--- src/common/conv_pad_macros.svh ---
// sizes shared by every block of the same-padding stage
// included by the package and by modules that size ports or loops
`ifndef CONV_PAD_MACROS_SVH
`define CONV_PAD_MACROS_SVH

`define KW_MAX   7                           // largest odd kernel width
`define MEMBERS  24                          // lanes per beat
`define DATA_W   8                           // bits per lane
`define COLS_W   8                           // column counter width
`define CIN_W    6                           // channel counter width

`define BITS_KW  ($clog2(`KW_MAX + 1))       // edge code width
`define BITS_KW2 ($clog2(`KW_MAX / 2 + 1))   // half kernel width

`define APB_AW   4                           // apb address bits, four word registers
`define APB_DW   32                          // apb data bus

`endif

--- src/common/conv_pad_pkg.sv ---
// types shared by the padding stage blocks and its testbench
// import with a wildcard in the module header
`include "conv_pad_macros.svh"

package conv_pad_pkg;

    typedef logic [`DATA_W-1:0]   lane_t;    // one lane value
    typedef lane_t [`MEMBERS-1:0] lanes_t;   // all lanes of a beat
    typedef logic [`MEMBERS-1:0]  mask_t;    // one bit per lane

    typedef logic [`BITS_KW2-1:0] kw2_t;     // kernel width / 2
    typedef logic [`BITS_KW-1:0]  clr_t;     // 0 centre, odd left, even right
    typedef logic [`COLS_W-1:0]   cols_t;
    typedef logic [`CIN_W-1:0]    cin_t;

    // flags riding with every beat
    typedef struct packed {
        logic is_config;                     // first beat of a frame, zero lanes
        logic is_cin_last;                   // last channel of a column
        logic is_cols_1_k2;                  // column == cols - 1 - kw2
        kw2_t kw2;                           // kernel of this frame
    } tag_t;

    typedef enum logic [1:0] {
        IDLE,                                // waiting for start
        CONFIG,                              // emitting the config beat
        STREAM                               // passing tagged data beats
    } tag_state_t;

endpackage

--- src/common/conv_stream_if.sv ---
// one tagged beat between tagger, pad filter and lane masker
// en is the pipeline clock enable driven back from the output side
interface conv_stream_if
    import conv_pad_pkg::*;
();

    logic   valid;   // beat present this cycle
    tag_t   tag;     // flags of the beat
    lanes_t lanes;   // lane payload
    logic   en;      // stall control, beat moves when valid && en

    // tagger side
    modport source (
        output valid,
        output tag,
        output lanes,
        input  en
    );

    // filter and masker side, masker drives en
    modport sink (
        input  valid,
        input  tag,
        input  lanes,
        output en
    );

endinterface

--- src/hdl/apb_config.sv ---
// apb register block for kernel width, column count and channel count
// a write to 0xC pulses start for one cycle to launch a frame
`include "conv_pad_macros.svh"

module apb_config
    import conv_pad_pkg::*;
(
    input  logic               aclk,
    input  logic               rst,
    input  logic               psel,
    input  logic               penable,
    input  logic               pwrite,
    input  logic [`APB_AW-1:0] paddr,
    input  logic [`APB_DW-1:0] pwdata,
    output logic [`APB_DW-1:0] prdata,
    output logic               pready,
    output kw2_t               kw2,
    output cols_t              cols,
    output cin_t               cins,
    output logic               start
);

    logic wr;      // access phase of a write
    logic kw_ok;   // odd and within range

    assign pready = 1'b1;                                    // no wait states
    assign wr     = psel & penable & pwrite;
    assign kw_ok  = pwdata[0] && (pwdata <= `KW_MAX);

    always_ff @(posedge aclk) begin
        if (rst) begin
            kw2   <= '0;                                     // kw = 1
            cols  <= '0;
            cins  <= '0;
            start <= 1'b0;
        end else begin
            start <= wr && (paddr == 'hC);                   // single cycle pulse
            if (wr) begin
                case (paddr)
                    'h0: kw2  <= kw_ok ? kw2_t'(pwdata[`BITS_KW-1:1]) : '0;  // illegal -> kw 1
                    'h4: cols <= cols_t'(pwdata);
                    'h8: cins <= cin_t'(pwdata);
                    default: ;                               // 0xC handled above
                endcase
            end
        end
    end

    // read mux, valid in the access phase
    always_comb begin
        prdata = '0;
        case (paddr)
            'h0: prdata[`BITS_KW2:0] = {kw2, 1'b1};          // kw = 2 * kw2 + 1
            'h4: prdata[`COLS_W-1:0] = cols;
            'h8: prdata[`CIN_W-1:0]  = cins;
            default: prdata = '0;                            // start reads as zero
        endcase
    end

    a_penable_needs_psel: assert property (
        @(posedge aclk) disable iff (rst) penable |-> psel
    );

endmodule

--- src/hdl/conv_pad_top.sv ---
// top of the horizontal padding stage, apb config plus tagged data path
// plain ports for the apb slave, the input stream and the output stream
`include "conv_pad_macros.svh"

module conv_pad_top
    import conv_pad_pkg::*;
(
    input  logic               aclk,
    input  logic               rst,
    input  logic               psel,
    input  logic               penable,
    input  logic               pwrite,
    input  logic [`APB_AW-1:0] paddr,
    input  logic [`APB_DW-1:0] pwdata,
    output logic [`APB_DW-1:0] prdata,
    output logic               pready,
    input  logic               in_valid,
    output logic               in_ready,
    input  lanes_t             in_lanes,
    output logic               out_valid,
    input  logic               out_ready,
    output lanes_t             out_lanes,
    output mask_t              out_keep,
    output clr_t               out_clr [`MEMBERS-1:0]
);

    kw2_t  kw2;
    cols_t cols;
    cin_t  cins;
    logic  start;
    mask_t keep_mask;
    logic  valid_mask;
    clr_t  clr [`MEMBERS-1:0];

    conv_stream_if beat_if ();                               // tagger -> filter, masker

    apb_config apb_config_i (
        .aclk    (aclk),
        .rst     (rst),
        .psel    (psel),
        .penable (penable),
        .pwrite  (pwrite),
        .paddr   (paddr),
        .pwdata  (pwdata),
        .prdata  (prdata),
        .pready  (pready),
        .kw2     (kw2),
        .cols    (cols),
        .cins    (cins),
        .start   (start)
    );

    user_tagger user_tagger_i (
        .aclk     (aclk),
        .rst      (rst),
        .kw2      (kw2),
        .cols     (cols),
        .cins     (cins),
        .start    (start),
        .in_valid (in_valid),
        .in_lanes (in_lanes),
        .in_ready (in_ready),
        .beat     (beat_if.source)
    );

    pad_filter pad_filter_i (
        .aclk       (aclk),
        .rst        (rst),
        .beat       (beat_if.sink),
        .keep_mask  (keep_mask),
        .valid_mask (valid_mask),
        .clr        (clr)
    );

    lane_masker lane_masker_i (
        .aclk       (aclk),
        .rst        (rst),
        .keep_mask  (keep_mask),
        .valid_mask (valid_mask),
        .clr        (clr),
        .out_ready  (out_ready),
        .beat       (beat_if.sink),
        .out_valid  (out_valid),
        .out_lanes  (out_lanes),
        .out_keep   (out_keep),
        .out_clr    (out_clr)
    );

endmodule

--- src/hdl/lane_masker.sv ---
// output side, zeroes dropped lanes and registers the beat with valid/ready
// also produces the pipeline enable for every upstream register
`include "conv_pad_macros.svh"

module lane_masker
    import conv_pad_pkg::*;
(
    input  logic        aclk,
    input  logic        rst,
    input  mask_t       keep_mask,
    input  logic        valid_mask,
    input  clr_t        clr [`MEMBERS-1:0],
    input  logic        out_ready,
    conv_stream_if.sink beat,
    output logic        out_valid,
    output lanes_t      out_lanes,
    output mask_t       out_keep,
    output clr_t        out_clr [`MEMBERS-1:0]
);

    logic   take;        // beat lands in the output register
    lanes_t masked;

    assign beat.en = !out_valid | out_ready;                 // empty or draining
    assign take    = beat.en & beat.valid & valid_mask & !beat.tag.is_config;

    always_comb begin
        for (int m = 0; m < `MEMBERS; m++) begin
            masked[m] = keep_mask[m] ? beat.lanes[m] : '0;
        end
    end

    always_ff @(posedge aclk) begin
        if (rst) begin
            out_valid <= 1'b0;
        end else if (beat.en) begin
            out_valid <= take;                               // bubble when nothing taken
        end
    end

    always_ff @(posedge aclk) begin
        if (take) begin
            out_lanes <= masked;
            out_keep  <= keep_mask;
            for (int m = 0; m < `MEMBERS; m++) begin
                out_clr[m] <= keep_mask[m] ? clr[m] : '0;    // codes only on kept lanes
            end
        end
    end

    a_hold_on_stall: assert property (
        @(posedge aclk) disable iff (rst) (out_valid && !out_ready) |=> $stable(out_lanes)
    );

endmodule

--- src/hdl/user_tagger.sv ---
// input side, emits a config beat per frame then tags each data beat
// channels are counted inside columns, frame ends after cols * cins beats
module user_tagger
    import conv_pad_pkg::*;
(
    input  logic         aclk,
    input  logic         rst,
    input  kw2_t         kw2,
    input  cols_t        cols,
    input  cin_t         cins,
    input  logic         start,
    input  logic         in_valid,
    input  lanes_t       in_lanes,
    output logic         in_ready,
    conv_stream_if.source beat
);

    tag_state_t state;
    kw2_t       kw2_q;        // frame kernel, frozen at start
    cols_t      cols_q;
    cin_t       cins_q;
    cols_t      col_cnt;
    cin_t       cin_cnt;
    cols_t      k2_col;       // cols - 1 - kw2
    cols_t      last_col;
    cin_t       last_cin;
    logic       cin_last;
    logic       col_last;
    logic       take;         // data beat accepted

    assign k2_col   = cols_q - cols_t'(kw2_q) - cols_t'(1);
    assign last_col = cols_q - cols_t'(1);
    assign last_cin = cins_q - cin_t'(1);
    assign cin_last = (cin_cnt == last_cin);
    assign col_last = (col_cnt == last_col);

    assign in_ready = (state == STREAM) & beat.en;           // low while stalled
    assign take     = in_valid & in_ready;

    assign beat.valid = (state == CONFIG) | ((state == STREAM) & in_valid);
    assign beat.lanes = (state == STREAM) ? in_lanes : '0;   // config beat carries zeros
    assign beat.tag   = '{
        is_config:    (state == CONFIG),
        is_cin_last:  (state == STREAM) & cin_last,
        is_cols_1_k2: (state == STREAM) & (col_cnt == k2_col),
        kw2:          kw2_q
    };

    always_ff @(posedge aclk) begin
        if (rst) begin
            state   <= IDLE;
            kw2_q   <= '0;
            cols_q  <= '0;
            cins_q  <= '0;
            col_cnt <= '0;
            cin_cnt <= '0;
        end else begin
            case (state)
                IDLE: if (start) begin                       // start is a pulse, taken even in a stall
                    kw2_q  <= kw2;
                    cols_q <= cols;
                    cins_q <= cins;
                    state  <= CONFIG;
                end
                CONFIG: if (beat.en) begin                   // config beat leaves
                    col_cnt <= '0;
                    cin_cnt <= '0;
                    state   <= STREAM;
                end
                STREAM: if (take) begin
                    if (cin_last) begin
                        cin_cnt <= '0;
                        col_cnt <= col_cnt + 1'b1;
                        if (col_last) begin                  // frame done
                            col_cnt <= '0;
                            state   <= IDLE;
                        end
                    end else begin
                        cin_cnt <= cin_cnt + 1'b1;
                    end
                end
                default: state <= IDLE;
            endcase
        end
    end

    a_col_in_range: assert property (
        @(posedge aclk) disable iff (rst) (state == STREAM) |-> (col_cnt < cols_q)
    );

endmodule

--- src/pad_filter/pad_filter.sv ---
// horizontal same padding, keep mask, beat valid mask and per-lane edge codes
// luts exist for every odd kernel up to KW_MAX so kw may change per frame
`include "conv_pad_macros.svh"

module pad_filter
    import conv_pad_pkg::*;
(
    input  logic        aclk,
    input  logic        rst,
    conv_stream_if.sink beat,
    output mask_t       keep_mask,
    output logic        valid_mask,
    output clr_t        clr [`MEMBERS-1:0]
);

    localparam int KW2_MAX = `KW_MAX / 2;                   // 7 -> 3
    localparam int MEMBERS = `MEMBERS;

    kw2_t kw2;                                               // selects the lut of this beat
    logic is_config;
    logic is_cin_last;
    logic reg_en;                                            // column boundary or config

    logic [KW2_MAX:1] col_start;                             // one-hot, bit c+1 in start column c
    logic [KW2_MAX:1] col_start_in;
    logic [KW2_MAX:1] col_end_q;                             // bit j set j columns after cols-1-k2
    logic [KW2_MAX:1] col_end_in;

    logic             not_start [KW2_MAX:0];                 // past the first k2 columns
    clr_t             left_lut  [KW2_MAX:0][KW2_MAX:1];      // [kw2][start bit]
    clr_t             clr_left_d;
    clr_t             clr_left;

    assign kw2         = beat.tag.kw2;
    assign is_config   = beat.tag.is_config;
    assign is_cin_last = beat.tag.is_cin_last;
    assign reg_en      = beat.en & beat.valid & (is_cin_last | is_config);

    // shift chains, cleared by the config beat of each frame
    assign col_start_in[1] = is_config & (kw2 != '0);
    assign col_end_in[1]   = !is_config & beat.tag.is_cols_1_k2 & (kw2 != '0);

    for (genvar k = 2; k <= KW2_MAX; k++) begin : g_shift
        assign col_start_in[k] = !is_config & col_start[k-1];
        assign col_end_in[k]   = !is_config & col_end_q[k-1];
    end

    // left codes 1, 3, 5 .. for start columns 0 .. k2-1
    for (genvar g = 0; g <= KW2_MAX; g++) begin : g_left_kw
        for (genvar s = 1; s <= KW2_MAX; s++) begin : g_left_col
            assign left_lut[g][s] = (s <= g) ? clr_t'(2 * s - 1) : '0;
        end
    end

    // registers take next state so they describe the column now arriving
    always_comb begin
        clr_left_d = '0;
        for (int s = 1; s <= KW2_MAX; s++) begin
            if (col_start_in[s]) begin
                clr_left_d = left_lut[kw2][s];
            end
        end
    end

    always_ff @(posedge aclk) begin
        if (rst) begin
            col_start <= '0;
            col_end_q <= '0;
            clr_left  <= '0;
        end else if (reg_en) begin
            col_start <= col_start_in;
            col_end_q <= col_end_in;
            clr_left  <= clr_left_d;
        end
    end

    assign not_start[0] = 1'b1;                              // kw 1 drops nothing
    for (genvar g = 1; g <= KW2_MAX; g++) begin : g_not_start
        assign not_start[g] = !(|col_start[g:1]);
    end

    for (genvar m = 0; m < MEMBERS; m++) begin : g_lane
        logic [KW2_MAX:0] allow;                             // keep lut, [kw2]
        logic [KW2_MAX:0] next_full;                         // lane just before a full one
        logic [KW2_MAX:1] end_q;                             // masked end register
        logic             end_en;
        clr_t             right;

        assign allow[0]     = 1'b1;
        assign next_full[0] = 1'b1;

        for (genvar g = 1; g <= KW2_MAX; g++) begin : g_kw
            localparam int KW = 2 * g + 1;
            logic full_lane;                                 // m mod kw == kw-1
            logic tail_lane;                                 // partial window allowed in last column

            assign full_lane    = ((m % KW) == KW - 1);
            assign tail_lane    = ((m % KW) >= g) && (m < (MEMBERS / KW) * KW);
            assign next_full[g] = ((m % KW) == KW - 2);
            assign allow[g]     = (not_start[g] & full_lane) | (col_end_q[g] & tail_lane);
        end

        // config clears stale codes left by a previous kernel
        assign end_en = beat.en & beat.valid & (is_config | (is_cin_last & next_full[kw2]));

        always_ff @(posedge aclk) begin
            if (rst) begin
                end_q <= '0;
            end else if (end_en) begin
                end_q <= col_end_in;
            end
        end

        always_comb begin
            right = '0;
            for (int j = 1; j <= KW2_MAX; j++) begin
                if (end_q[j]) begin
                    right = clr_t'(2 * j);                   // 2, 4, 6 towards the right edge
                end
            end
        end

        assign clr[m]       = clr_left | right;
        assign keep_mask[m] = allow[kw2];
    end

    assign valid_mask = not_start[kw2];

    a_start_onehot: assert property (
        @(posedge aclk) disable iff (rst) $onehot0(col_start)
    );

endmodule

--- config.mk ---
export PLATFORM = sky130hd
export DESIGN_NAME = conv_pad_top
export DESIGN_NICKNAME = d
export VERILOG_FILES = /design/src/common/conv_pad_pkg.sv /design/src/common/conv_stream_if.sv /design/src/hdl/apb_config.sv /design/src/hdl/conv_pad_top.sv /design/src/hdl/lane_masker.sv /design/src/hdl/user_tagger.sv /design/src/pad_filter/pad_filter.sv
export VERILOG_INCLUDE_DIRS = /design/src /design/src/common
export SDC_FILE = /design/constraint.sdc
export NUM_CORES = 1
export LEC_CHECK = 0
export BUFFER_PORTS_ARGS = -buffer_cell sky130_fd_sc_hd__clkbuf_2
export CAP_MARGIN = 0
export CORE_AREA = 2 2 214 216
export CTS_CLUSTER_SIZE = 16
export DETAILED_ROUTE_END_ITERATION = 16
export DIE_AREA = 0 0 216 218
export PLACE_DENSITY = 0.62
export SYNTH_ARGS = -nofsm -noshare
export SYNTH_HDL_FRONTEND = slang
export SYNTH_SLANG_ARGS = --single-unit
--- constraint.sdc ---
create_clock -name aclk -period 31.1 [get_ports aclk]
set_clock_uncertainty 0.05 [all_clocks]
set_input_delay 4.665 -clock aclk [delete_from_list [all_inputs] [get_ports aclk]]
set_output_delay 4.665 -clock aclk [all_outputs]
set_load 0.02 [all_outputs]
Word level (Yosys, flattened, before mapping). Cells that the tools add are included.

Register bits: 350. Input bits: 235. Output and inout port bits: 323. Word-level logic and storage cells: 252.

Add/sub/neg operators: 6. Order comparisons: 2. Equal/unequal tests: 13. Mux-type cells: 84. Bitwise operators: 48. Reductions and logical operators: 35.

Operator list (number): $mux 3 (15); $bmux 1 s2 (21); $reduce_and 2->1 (19); $le 32x3->1 const B (1); $mux 8 (4); $and 1x1->1 (30); $mux 2 (13); $mux 1 (21); $bmux 9 s2 (1); $mux 6 (3); $or 3x3->3 (6); $eq 8x8->1 (2); $pmux 8 s2 (1); $sub 8x1->8 const B (2); $or 1x1->1 (12); $pmux 6 s2 (1); $mux 9 (1); $pmux 3 s3 (1); $add 8x1->8 const B (1); $eq 4x4->1 const B (2); $ne 2x1->1 const B (4); $sub 8x2->8 (1); $add 6x1->6 const B (1); $eq 6x6->1 (1); 18 further kinds (24).

Logic depth before layout (Yosys ltp). Gate-level depths: netlist of the first run.

Depth after elaboration: 6. Mapped depth: 10. Mapped depth without buffers: 8.

Worst setup path after synthesis of the first run. Ideal clock, no wire load.

Path type: input port to flip-flop. Start point: input port out_ready. End point: register lane_masker_i.out_clr[13] in the netlist's numbering, enable pin. Library setup time: 1.201 ns. Arrival time: 23.087 ns. Required time: 29.849 ns. Path slack: 6.762 ns. Stages on the path: 5. Buffers on the path: 1. Cell sequence: nand2b_1 clkbuf_1 and2_1 nand2_1 nor3_1.

Word-level cells in the longest chain between the ends: 4.

Ends and longest elaborated chain: from (decl) (RTL line conv_pad_top.sv:21) `input logic out_ready,`; $or 1x1->1 (RTL line lane_masker.sv:24) `assign beat.en = !out_valid | out_ready;`; $and 1x1->1 (3 in a row) (RTL line lane_masker.sv:25) `assign take = beat.en & beat.valid & valid_mask & !beat.tag.is_config;`; net lane_masker_i.take (RTL line lane_masker.sv:21) `logic take;`; to (signal, indexed assignment) (RTL line lane_masker.sv:46) `out_clr[m] <= keep_mask[m] ? clr[m] : '0;`; to (decl) (RTL line lane_masker.sv:18) `` output clr_t out_clr [`MEMBERS-1:0] ``.

The timed path passes the listed nets, and every way through them passes these cells. A chain may end at the register's enable or synchronous reset.

Worst setup path in the final report of the first run.
Start point: input port paddr[2]. End point: output port prdata[5].

Word-level cells in the longest chain between the ends: 2. Elaborated cells between the ends (all ways): 3. Those cells by class: eq/ne: 2; mux: 1.

Ends and longest elaborated chain: from (decl) (RTL line conv_pad_top.sv:13) `` input logic [`APB_AW-1:0] paddr, ``; $eq 4x4->1 / $eq 4x3->1 (equally long branches) (RTL line apb_config.sv:52) `case (paddr)`; $pmux 3 s2 (*) (RTL line apb_config.sv:52); to (decl) (RTL line conv_pad_top.sv:15) `` output logic [`APB_DW-1:0] prdata, ``.

Every way passes the cells marked *; elsewhere a longest branch is shown, timed or not.

==> results of run 1 <==
## through the flow
step	hold WS [ns]	cell area (um^2)
after detailed placement	0.403	17300
final	0.408	18500
after CTS	0.410	18500
after floorplan	0.384	14400
after global routing	0.432	18500
after global placement	0.394	17300
## power breakdown
part	internal [uW]	switching, uW	total, uW
combinational	24.9	36.3	61.2
clock	257	183	441
sequential	483	1.07	484
total	765	221	986
## registers in the layout (all words and copies together) (netlist names), 6 cells and up
signal / count
user_tagger_i.cin_cnt: 6
user_tagger_i.cols_q: 8
lane_masker_i.out_keep: 15
lane_masker_i.out_lanes: 192
apb_config_i.cols: 8
lane_masker_i.out_clr: 53
user_tagger_i.col_cnt: 8
apb_config_i.cins: 6
user_tagger_i.cins_q: 6
pad_filter_i.g_lane.end_q: 18
## critical path, cell delays in order
cell and delay, ns:
clkbuf_2 0.14, nor2b_1 0.68, a22oi_1 0.21, nor2_1 0.15, clkbuf_2 0.19
## cells in the mapped netlist, types with 6 or more instances
master    number
a21oi_1       46
a22oi_1        6
a31oi_1        6
and2_1        49
and3_1       162
buf_2          9
buf_4         54
clkbuf_1      49
dfxtp_1       77
edfxtp_1     260
ha_1          14
inv_1         39
mux2i_1       30
nand2_1       88
nand2b_1       6
nand3_1       24
nand4_1       10
nor2_1        87
nor2b_1       19
nor3_1        12
nor4_1         9
o211ai_1       6
o21ai_0       13
xnor2_1        9
xor2_1        12
## cell families after synthesis
family,count (synthesis),synth area share
DFF,337,0.652
other,2,0.000524
muxes,31,0.0217
and+or+nand+nor,488,0.185
buffers and inverters,157,0.0562
adders and majority gates,15,0.0136
AOI/OAI and AO/OA,116,0.0574
xor gates and xnor gates,22,0.0140
## final timing paths
| path | from | slack (ns) | cells after the start | to |
|---|---|---|---|---|
| setup / recovery | paddr[2] | 20.36 | 5 | prdata[5] |
| hold / removal | pad_filter_i.g_lane[13].end_q[1] | 0.41 | 2 | pad_filter_i.g_lane[13].end_q[1] |
| setup reg to reg | user_tagger_i.state[0] | 27.42 | 7 | lane_masker_i.out_lanes[150] |
| hold reg to reg | pad_filter_i.g_lane[13].end_q[1] | 0.41 | 2 | pad_filter_i.g_lane[13].end_q[1] |
## metal layers
metal | track usage | share of wire | up-vias | wire length [um]
li1 | - | - | 5111 | -
met1 | 0.212 | 0.39 | 5241 | 17000
met2 | 0.314 | 0.51 | 411 | 22400
met3 | 0.0418 | 0.067 | 79 | 2940
met4 | 0.0669 | 0.035 | 2 | 1540
met5 | 0 | 0.00030 | - | 13
## layout make-up
type	count	share of cell area
Clock buffer	46	0.0564
Sequential cell	337	0.505
Multi-Input combinational cell	697	0.232
Antenna cell	3	0.000406
Inverter	42	0.00852
Timing Repair Buffer	540	0.147
Tap cell	600	0.0406
Clock inverter	21	0.00954
==> results.sh, run 1 <==
export IMPL_post_cts_buffers=0
export IMPL_ys_async_sr_fraction=0
export IMPL_antenna_found_initial=3
export IMPL_synth_distinct_cells=74
export IMPL_area_growth_synth_to_final_pct=29.0
export IMPL_grt_pass1_wl_um=63900
export IMPL_layout_drive_gt1_share=0.374
export IMPL_gp_congestion=0.884
export IMPL_clk_latency_ns=0.55
export IMPL_wire_per_inst_um=19.2
export IMPL_initial_core_util=0.319
export IMPL_setup_ws_ns=20.36
export IMPL_maxSlewHeadroom=0.241
export IMPL_num_vias=10800
export IMPL_ir_worst_vdd_mv=0.0322
export IMPL_die_w_um=216
export IMPL_slew_viol_final=0
export IMPL_die_area_mm2=0.0471
export IMPL_crit_type="in2out"
export IMPL_rsz0062_at_grt="no"
export IMPL_synth_top_area_cell="edfxtp_1"
export IMPL_status="completed"
export IMPL_hold_buffers=0
export IMPL_avgSynthCellArea_um2=12.3
export IMPL_tightest_slew_ns=1.14
export IMPL_fin_util=0.412
export IMPL_htree_num_levels=2
export IMPL_layout_cells_most_common_list="clkbuf_2 (532), edfxtp_1 (260), and3_1 (162)"
export IMPL_fin_crit_sh=0.345
export IMPL_cts_buffers=39
export IMPL_drv_cap=0
export IMPL_clock_sinks=337
export IMPL_cts_root_buf="clkbuf_16"
export IMPL_critPathMaxFanout=14
export IMPL_num_nets_final=1907
export IMPL_seq_area_mm2=0.00935
export IMPL_p_leak_uw=0.00872
export IMPL_drc=0
export IMPL_grt_start_max_net_pins=132
export IMPL_synth_edf_count=260
export IMPL_finalCriticalPeriod_ns=10.74
export IMPL_netlist_area_mm2=0.0143
export IMPL_yosysWarnings=0
export IMPL_grt_pass1_vias=10400
export IMPL_p_total_uw=986
export IMPL_endpoint_kind="primary output"
export IMPL_place_hpwl_um=32700
export IMPL_layout_cells_most_common="clkbuf_2"
export IMPL_dieHeight_um=218
export IMPL_pin_count=558
export IMPL_grt_usage=0.178
export IMPL_max_freq_mhz=93.1
export IMPL_gr_total_overflow=0
export IMPL_pwr_density_cell_mw_per_mm2=53.3
export IMPL_antenna_left=0
export IMPL_multi_input_area_mm2=0.00429
export IMPL_dp_cells=2216
export IMPL_drt_pre_antenna_iters=5
export IMPL_coreArea_mm2=0.0449
export IMPL_ys_ff_latch=337
export IMPL_io_buffers=532
export IMPL_cts_tree="yes"
export IMPL_hold_path_class="reg2reg"
export IMPL_fin_tns_setup_ns=0
export IMPL_arrival_ns=6.03
export IMPL_cts_resized=0
export IMPL_setup_viol=0
export IMPL_required_ns=26.39
export IMPL_synth_ff_type="edfxtp_1"
export IMPL_via_per_inst=4.74
export IMPL_synth_top_area_frac=0.545
export IMPL_seq_area_frac_synth=0.652
export IMPL_placementRows=78
export IMPL_fillers=4337
export IMPL_fin_cells=2286
export IMPL_pre_cts_slack_ns=20.38
export IMPL_path_clk_slew_ns=0.05
export IMPL_cts_buffer_depth=3
export IMPL_timing_hold_violations_final=0
export IMPL_initialDrtViolationCount=761
export IMPL_syn_inst=1168
export IMPL_ys_top_cells_by_area="edfxtp_1 (54%), dfxtp_1 (11%), and3_1 (7.1%)"
export IMPL_crit_path_start_kind="input port"
export IMPL_wirelength_um=43900
Note: power is estimated with default switching activity, not from simulation.
==> run 2: changes to the inputs <==
Settings changed: ABC_AREA set to 1, CORE_AREA 2 2 214 216 to 2 2 217 219, DIE_AREA 0 0 216 218 to 0 0 219 221.
Clock period 31.1 ns to 10.2 ns, I/O delays scaled along.
==> run 2 against run 1 <==
  * Critical path depth increased by 1
  * Wire length increased by 1.5%
  * Critical path type unchanged
  * Clock power increased to 3.0 times the previous value
  * Combinational power increased to 14 times the previous value
  * Sequential cell count unchanged
  * Design area increased by 2.3%
  * Die area increased by 2.8%
  * Highest routed layer is now met4
  * Register-to-register slack got worse by 21 ns
  * Total power increased to 4.0 times the previous value
  * Synthesized cell count increased by 29%
  * Non-clock buffer count decreased by 4
  * Cell count increased by 16%
==> results.sh, run 2 <==
export IMPL_drc=0
export IMPL_num_vias=11600
export IMPL_dpl_cell_area_mm2=0.0177
export IMPL_seq_area_frac_synth=0.636
export IMPL_n_antenna_cell=0
export IMPL_htree_num_levels=2
export IMPL_pre_cts_slack_ns=5.91
export IMPL_placementRows=79
export IMPL_slew_viol_final=0
export IMPL_layout_cells_most_common_list="clkbuf_2 (534), nor2_1 (334), inv_1 (302)"
export IMPL_path_clk_slew_ns=0.06
export IMPL_layout_drive_gt1_share=0.315
export IMPL_ys_async_sr_fraction=0
export IMPL_r2r_cells=9
export IMPL_p_leak_uw=0.00901
export IMPL_drv_cap=0
export IMPL_fin_util=0.411
export IMPL_gp_congestion=0.867
export IMPL_whs_endpoint="pad_filter_i.g_lane[14].end_q[1]"
export IMPL_rr_startpoint="user_tagger_i.state[0]"
export IMPL_yosysWarnings=0
export IMPL_power_frac_seq=0.442
export IMPL_max_stage_delay_ns=0.37
export IMPL_cp_slowest_cell="nor2_1"
export IMPL_maxSlewHeadroom=0.164
export IMPL_p_sw_frac=0.315
export IMPL_timing_hold_violations_final=0
export IMPL_synth_adder_area_share=0.0133
export IMPL_critPathMaxFanout=7
export IMPL_fin_tns_setup_ns=0
export IMPL_cts_buffer_depth=3
export IMPL_min_path_cells=2
export IMPL_die_w_um=219
export IMPL_cts_resized=0
export IMPL_rrSetupSlack_ns=6.27
export IMPL_grt_pass1_wl_um=65700
export IMPL_initialDrtViolationCount=896
export IMPL_largest_reg_flops=192
export IMPL_stdcell_area_mm2=0.0189
export IMPL_avgSynthCellArea_um2=9.79
export IMPL_syn_inst=1501
export IMPL_synth_xor_area_share=0.0107
export IMPL_cts_tree="yes"
export IMPL_post_cts_buffers=0
export IMPL_gr_total_overflow=0
export IMPL_coreArea_mm2=0.0461
export IMPL_grt_start_max_net_pins=99
export IMPL_grt_pass1_vias=11400
export IMPL_ir_worst_vdd_mv=0.134
export IMPL_synth_top_area_cell="edfxtp_1"
export IMPL_p_int_uw=2670
export IMPL_arrival_ns=2.68
export IMPL_num_nets_final=2266
export IMPL_layout_cells_most_common="clkbuf_2"
export IMPL_cts_buffers=38
export IMPL_crit_type="in2out"
export IMPL_combPwrFrac=0.214
export IMPL_synth_compound_area_frac=0.0407
export IMPL_yosys_area_share_simple=0.183
export IMPL_hold_path_class="reg2reg"
export IMPL_io_buffers=532
export IMPL_synthMuxAreaShare=0
export IMPL_crit_path_start_kind="input port"
export IMPL_wirelength_um=44600
export IMPL_finalCriticalPeriod_ns=4.26
export IMPL_place_hpwl_um=34300
export IMPL_tightest_slew_ns=1.25
export IMPL_clk_latency_ns=0.54
export IMPL_r2r_end="lane_masker_i.out_clr[41]"
export IMPL_setup_viol=0
export IMPL_grt_use_met3=0.0374
export IMPL_cp_cell_sequence="clkbuf_2 > nor2_1 > nand2_1 > nor2_1 > a221o_1 > clkbuf_2"
export IMPL_netlist_area_mm2=0.0147
export IMPL_endpoint_kind="primary output"
export IMPL_grt_busiest_layer="met2"
export IMPL_p_sw_uw=1230
export IMPL_clkPwrFrac=0.344
export IMPL_setup_ws_ns=5.94
export IMPL_cts_root_buf="clkbuf_16"
export IMPL_synth_edf_count=260
export IMPL_pwr_density_cell_mw_per_mm2=206
export IMPL_fin_worst_hold_slack_ns=0.405
export IMPL_wire_per_inst_um=16.8
export IMPL_synth_ff_type="edfxtp_1"
export IMPL_use_met2=0.327
export IMPL_max_freq_mhz=235
export IMPL_via_per_inst=4.39
export IMPL_top_register="lane_masker_i.out_lanes"
export IMPL_min_from="pad_filter_i.g_lane[14].end_q[1]"
export IMPL_dieHeight_um=221
export IMPL_synth_top_cells_by_count="nor2_1 (334), inv_1 (303), edfxtp_1 (260)"
export IMPL_antenna_left=0
export IMPL_synth_distinct_cells=47
export IMPL_hold_buffers=0
export IMPL_fin_crit_sh=0.417
export IMPL_status="completed"
export IMPL_pin_count=558
export IMPL_required_ns=8.62
export IMPL_grt_usage=0.179
export IMPL_ys_top_cells_by_area="edfxtp_1 (53%), dfxtp_1 (10%), nor2_1 (8.5%)"
export IMPL_yosysMostFrequentCell="nor2_1"
export IMPL_clock_sinks=337
export IMPL_synth_top_area_frac=0.531
export IMPL_drt_pre_antenna_iters=5
export IMPL_reg_top3="lane_masker_i.out_lanes (192), lane_masker_i.out_clr (53), pad_filter_i.g_lane.end_q (18)"
export IMPL_die_area_mm2=0.0484
export IMPL_grtUsageMet1=0.198
export IMPL_path_delay_family="simple AND/OR/NAND/NOR gates"
export IMPL_area_growth_synth_to_final_pct=28.7
export IMPL_ys_ff_latch=337
export IMPL_critPathBufInv=2
export IMPL_initial_core_util=0.319
export IMPL_synth_top_family_by_area="simple AND/OR/NAND/NOR gates"
export IMPL_rsz0062_at_grt="no"
export IMPL_antenna_found_initial=0
-- run 2: changes by cell type in the layout (fill, tap and decap cells not counted), sizes merged, moves of 19 or more --
cell	before	now
and2	49	0
nand2	88	182
and3	162	0
nand3	24	56
mux2i	30	0
nor2b	19	0
o21ai	16	46
inv	44	309
nor2	90	350
-- run 2: worst reg2reg max path: cells and delay by family (launching register included) --
kind          cells  cell delay (ns)
flops             1             0.33
simple gates      3             0.47
buf+inv           5             1.94
fa+ha+maj         1             0.66
-- run 2: routing by layer --
metal | part of all wire | vias to the layer above
met5 | 0 | -
met4 | 0.041 | 0
met3 | 0.064 | 81
met2 | 0.52 | 426
met1 | 0.38 | 5454
li1 | - | 5682
-- run 2: power groups by stage --
stage | clock network (uW) | logic [uW] | registers, uW
6_report | 1340 | 834 | 1720
5_1_grt | 1430 | 922 | 1730
4_1_cts | 1370 | 850 | 1720
3_5_place_dp | 0 | 847 | 1750
3_3_place_gp | 0 | 828 | 1750
2_1_floorplan | 0 | 463 | 1890
-- run 2: worst max-delay path by stage --
stage,endpoint,cells after the start,from
finish,prdata[0],6,paddr[1]
global route,prdata[0],6,paddr[1]
CTS,prdata[0],6,paddr[1]
detailed placement,lane_masker_i.out_lanes[150],8,out_ready
global placement,lane_masker_i.out_lanes[100],8,out_ready
floorplan,lane_masker_i.out_clr[13],6,out_ready
-- run 2: per-stage QoR --
step	power, uW	instances
finish	3900	2650
global route	4080	2650
CTS	3950	2650
detailed placement	2600	2583
global placement	2580	2583
floorplan	2350	1524
-- run 2: area by class of cell --
cell class                      count  area, um^2
Tap cell                          607         759
Clock inverter                     16         156
Multi-Input combinational cell    794        3740
Sequential cell                   337        9350
Inverter                          309        1170
Fill cell                        4582       27100
Timing Repair Buffer              536        2690
Clock buffer                       51        1050
-- run 2: cell families (layout without fill, tap and decap cells) --
| logic type | after synthesis | in the layout |
|---|---|---|
| AND/OR/NAND/NOR | 630 | 630 |
| adder cells (fa/ha/maj) | 15 | 15 |
| AO/OA/AOI/OAI | 109 | 109 |
| XOR/XNOR | 15 | 15 |
| buffers and inverters | 393 | 912 |
| flip-flops | 337 | 337 |
| other | 2 | 25 |
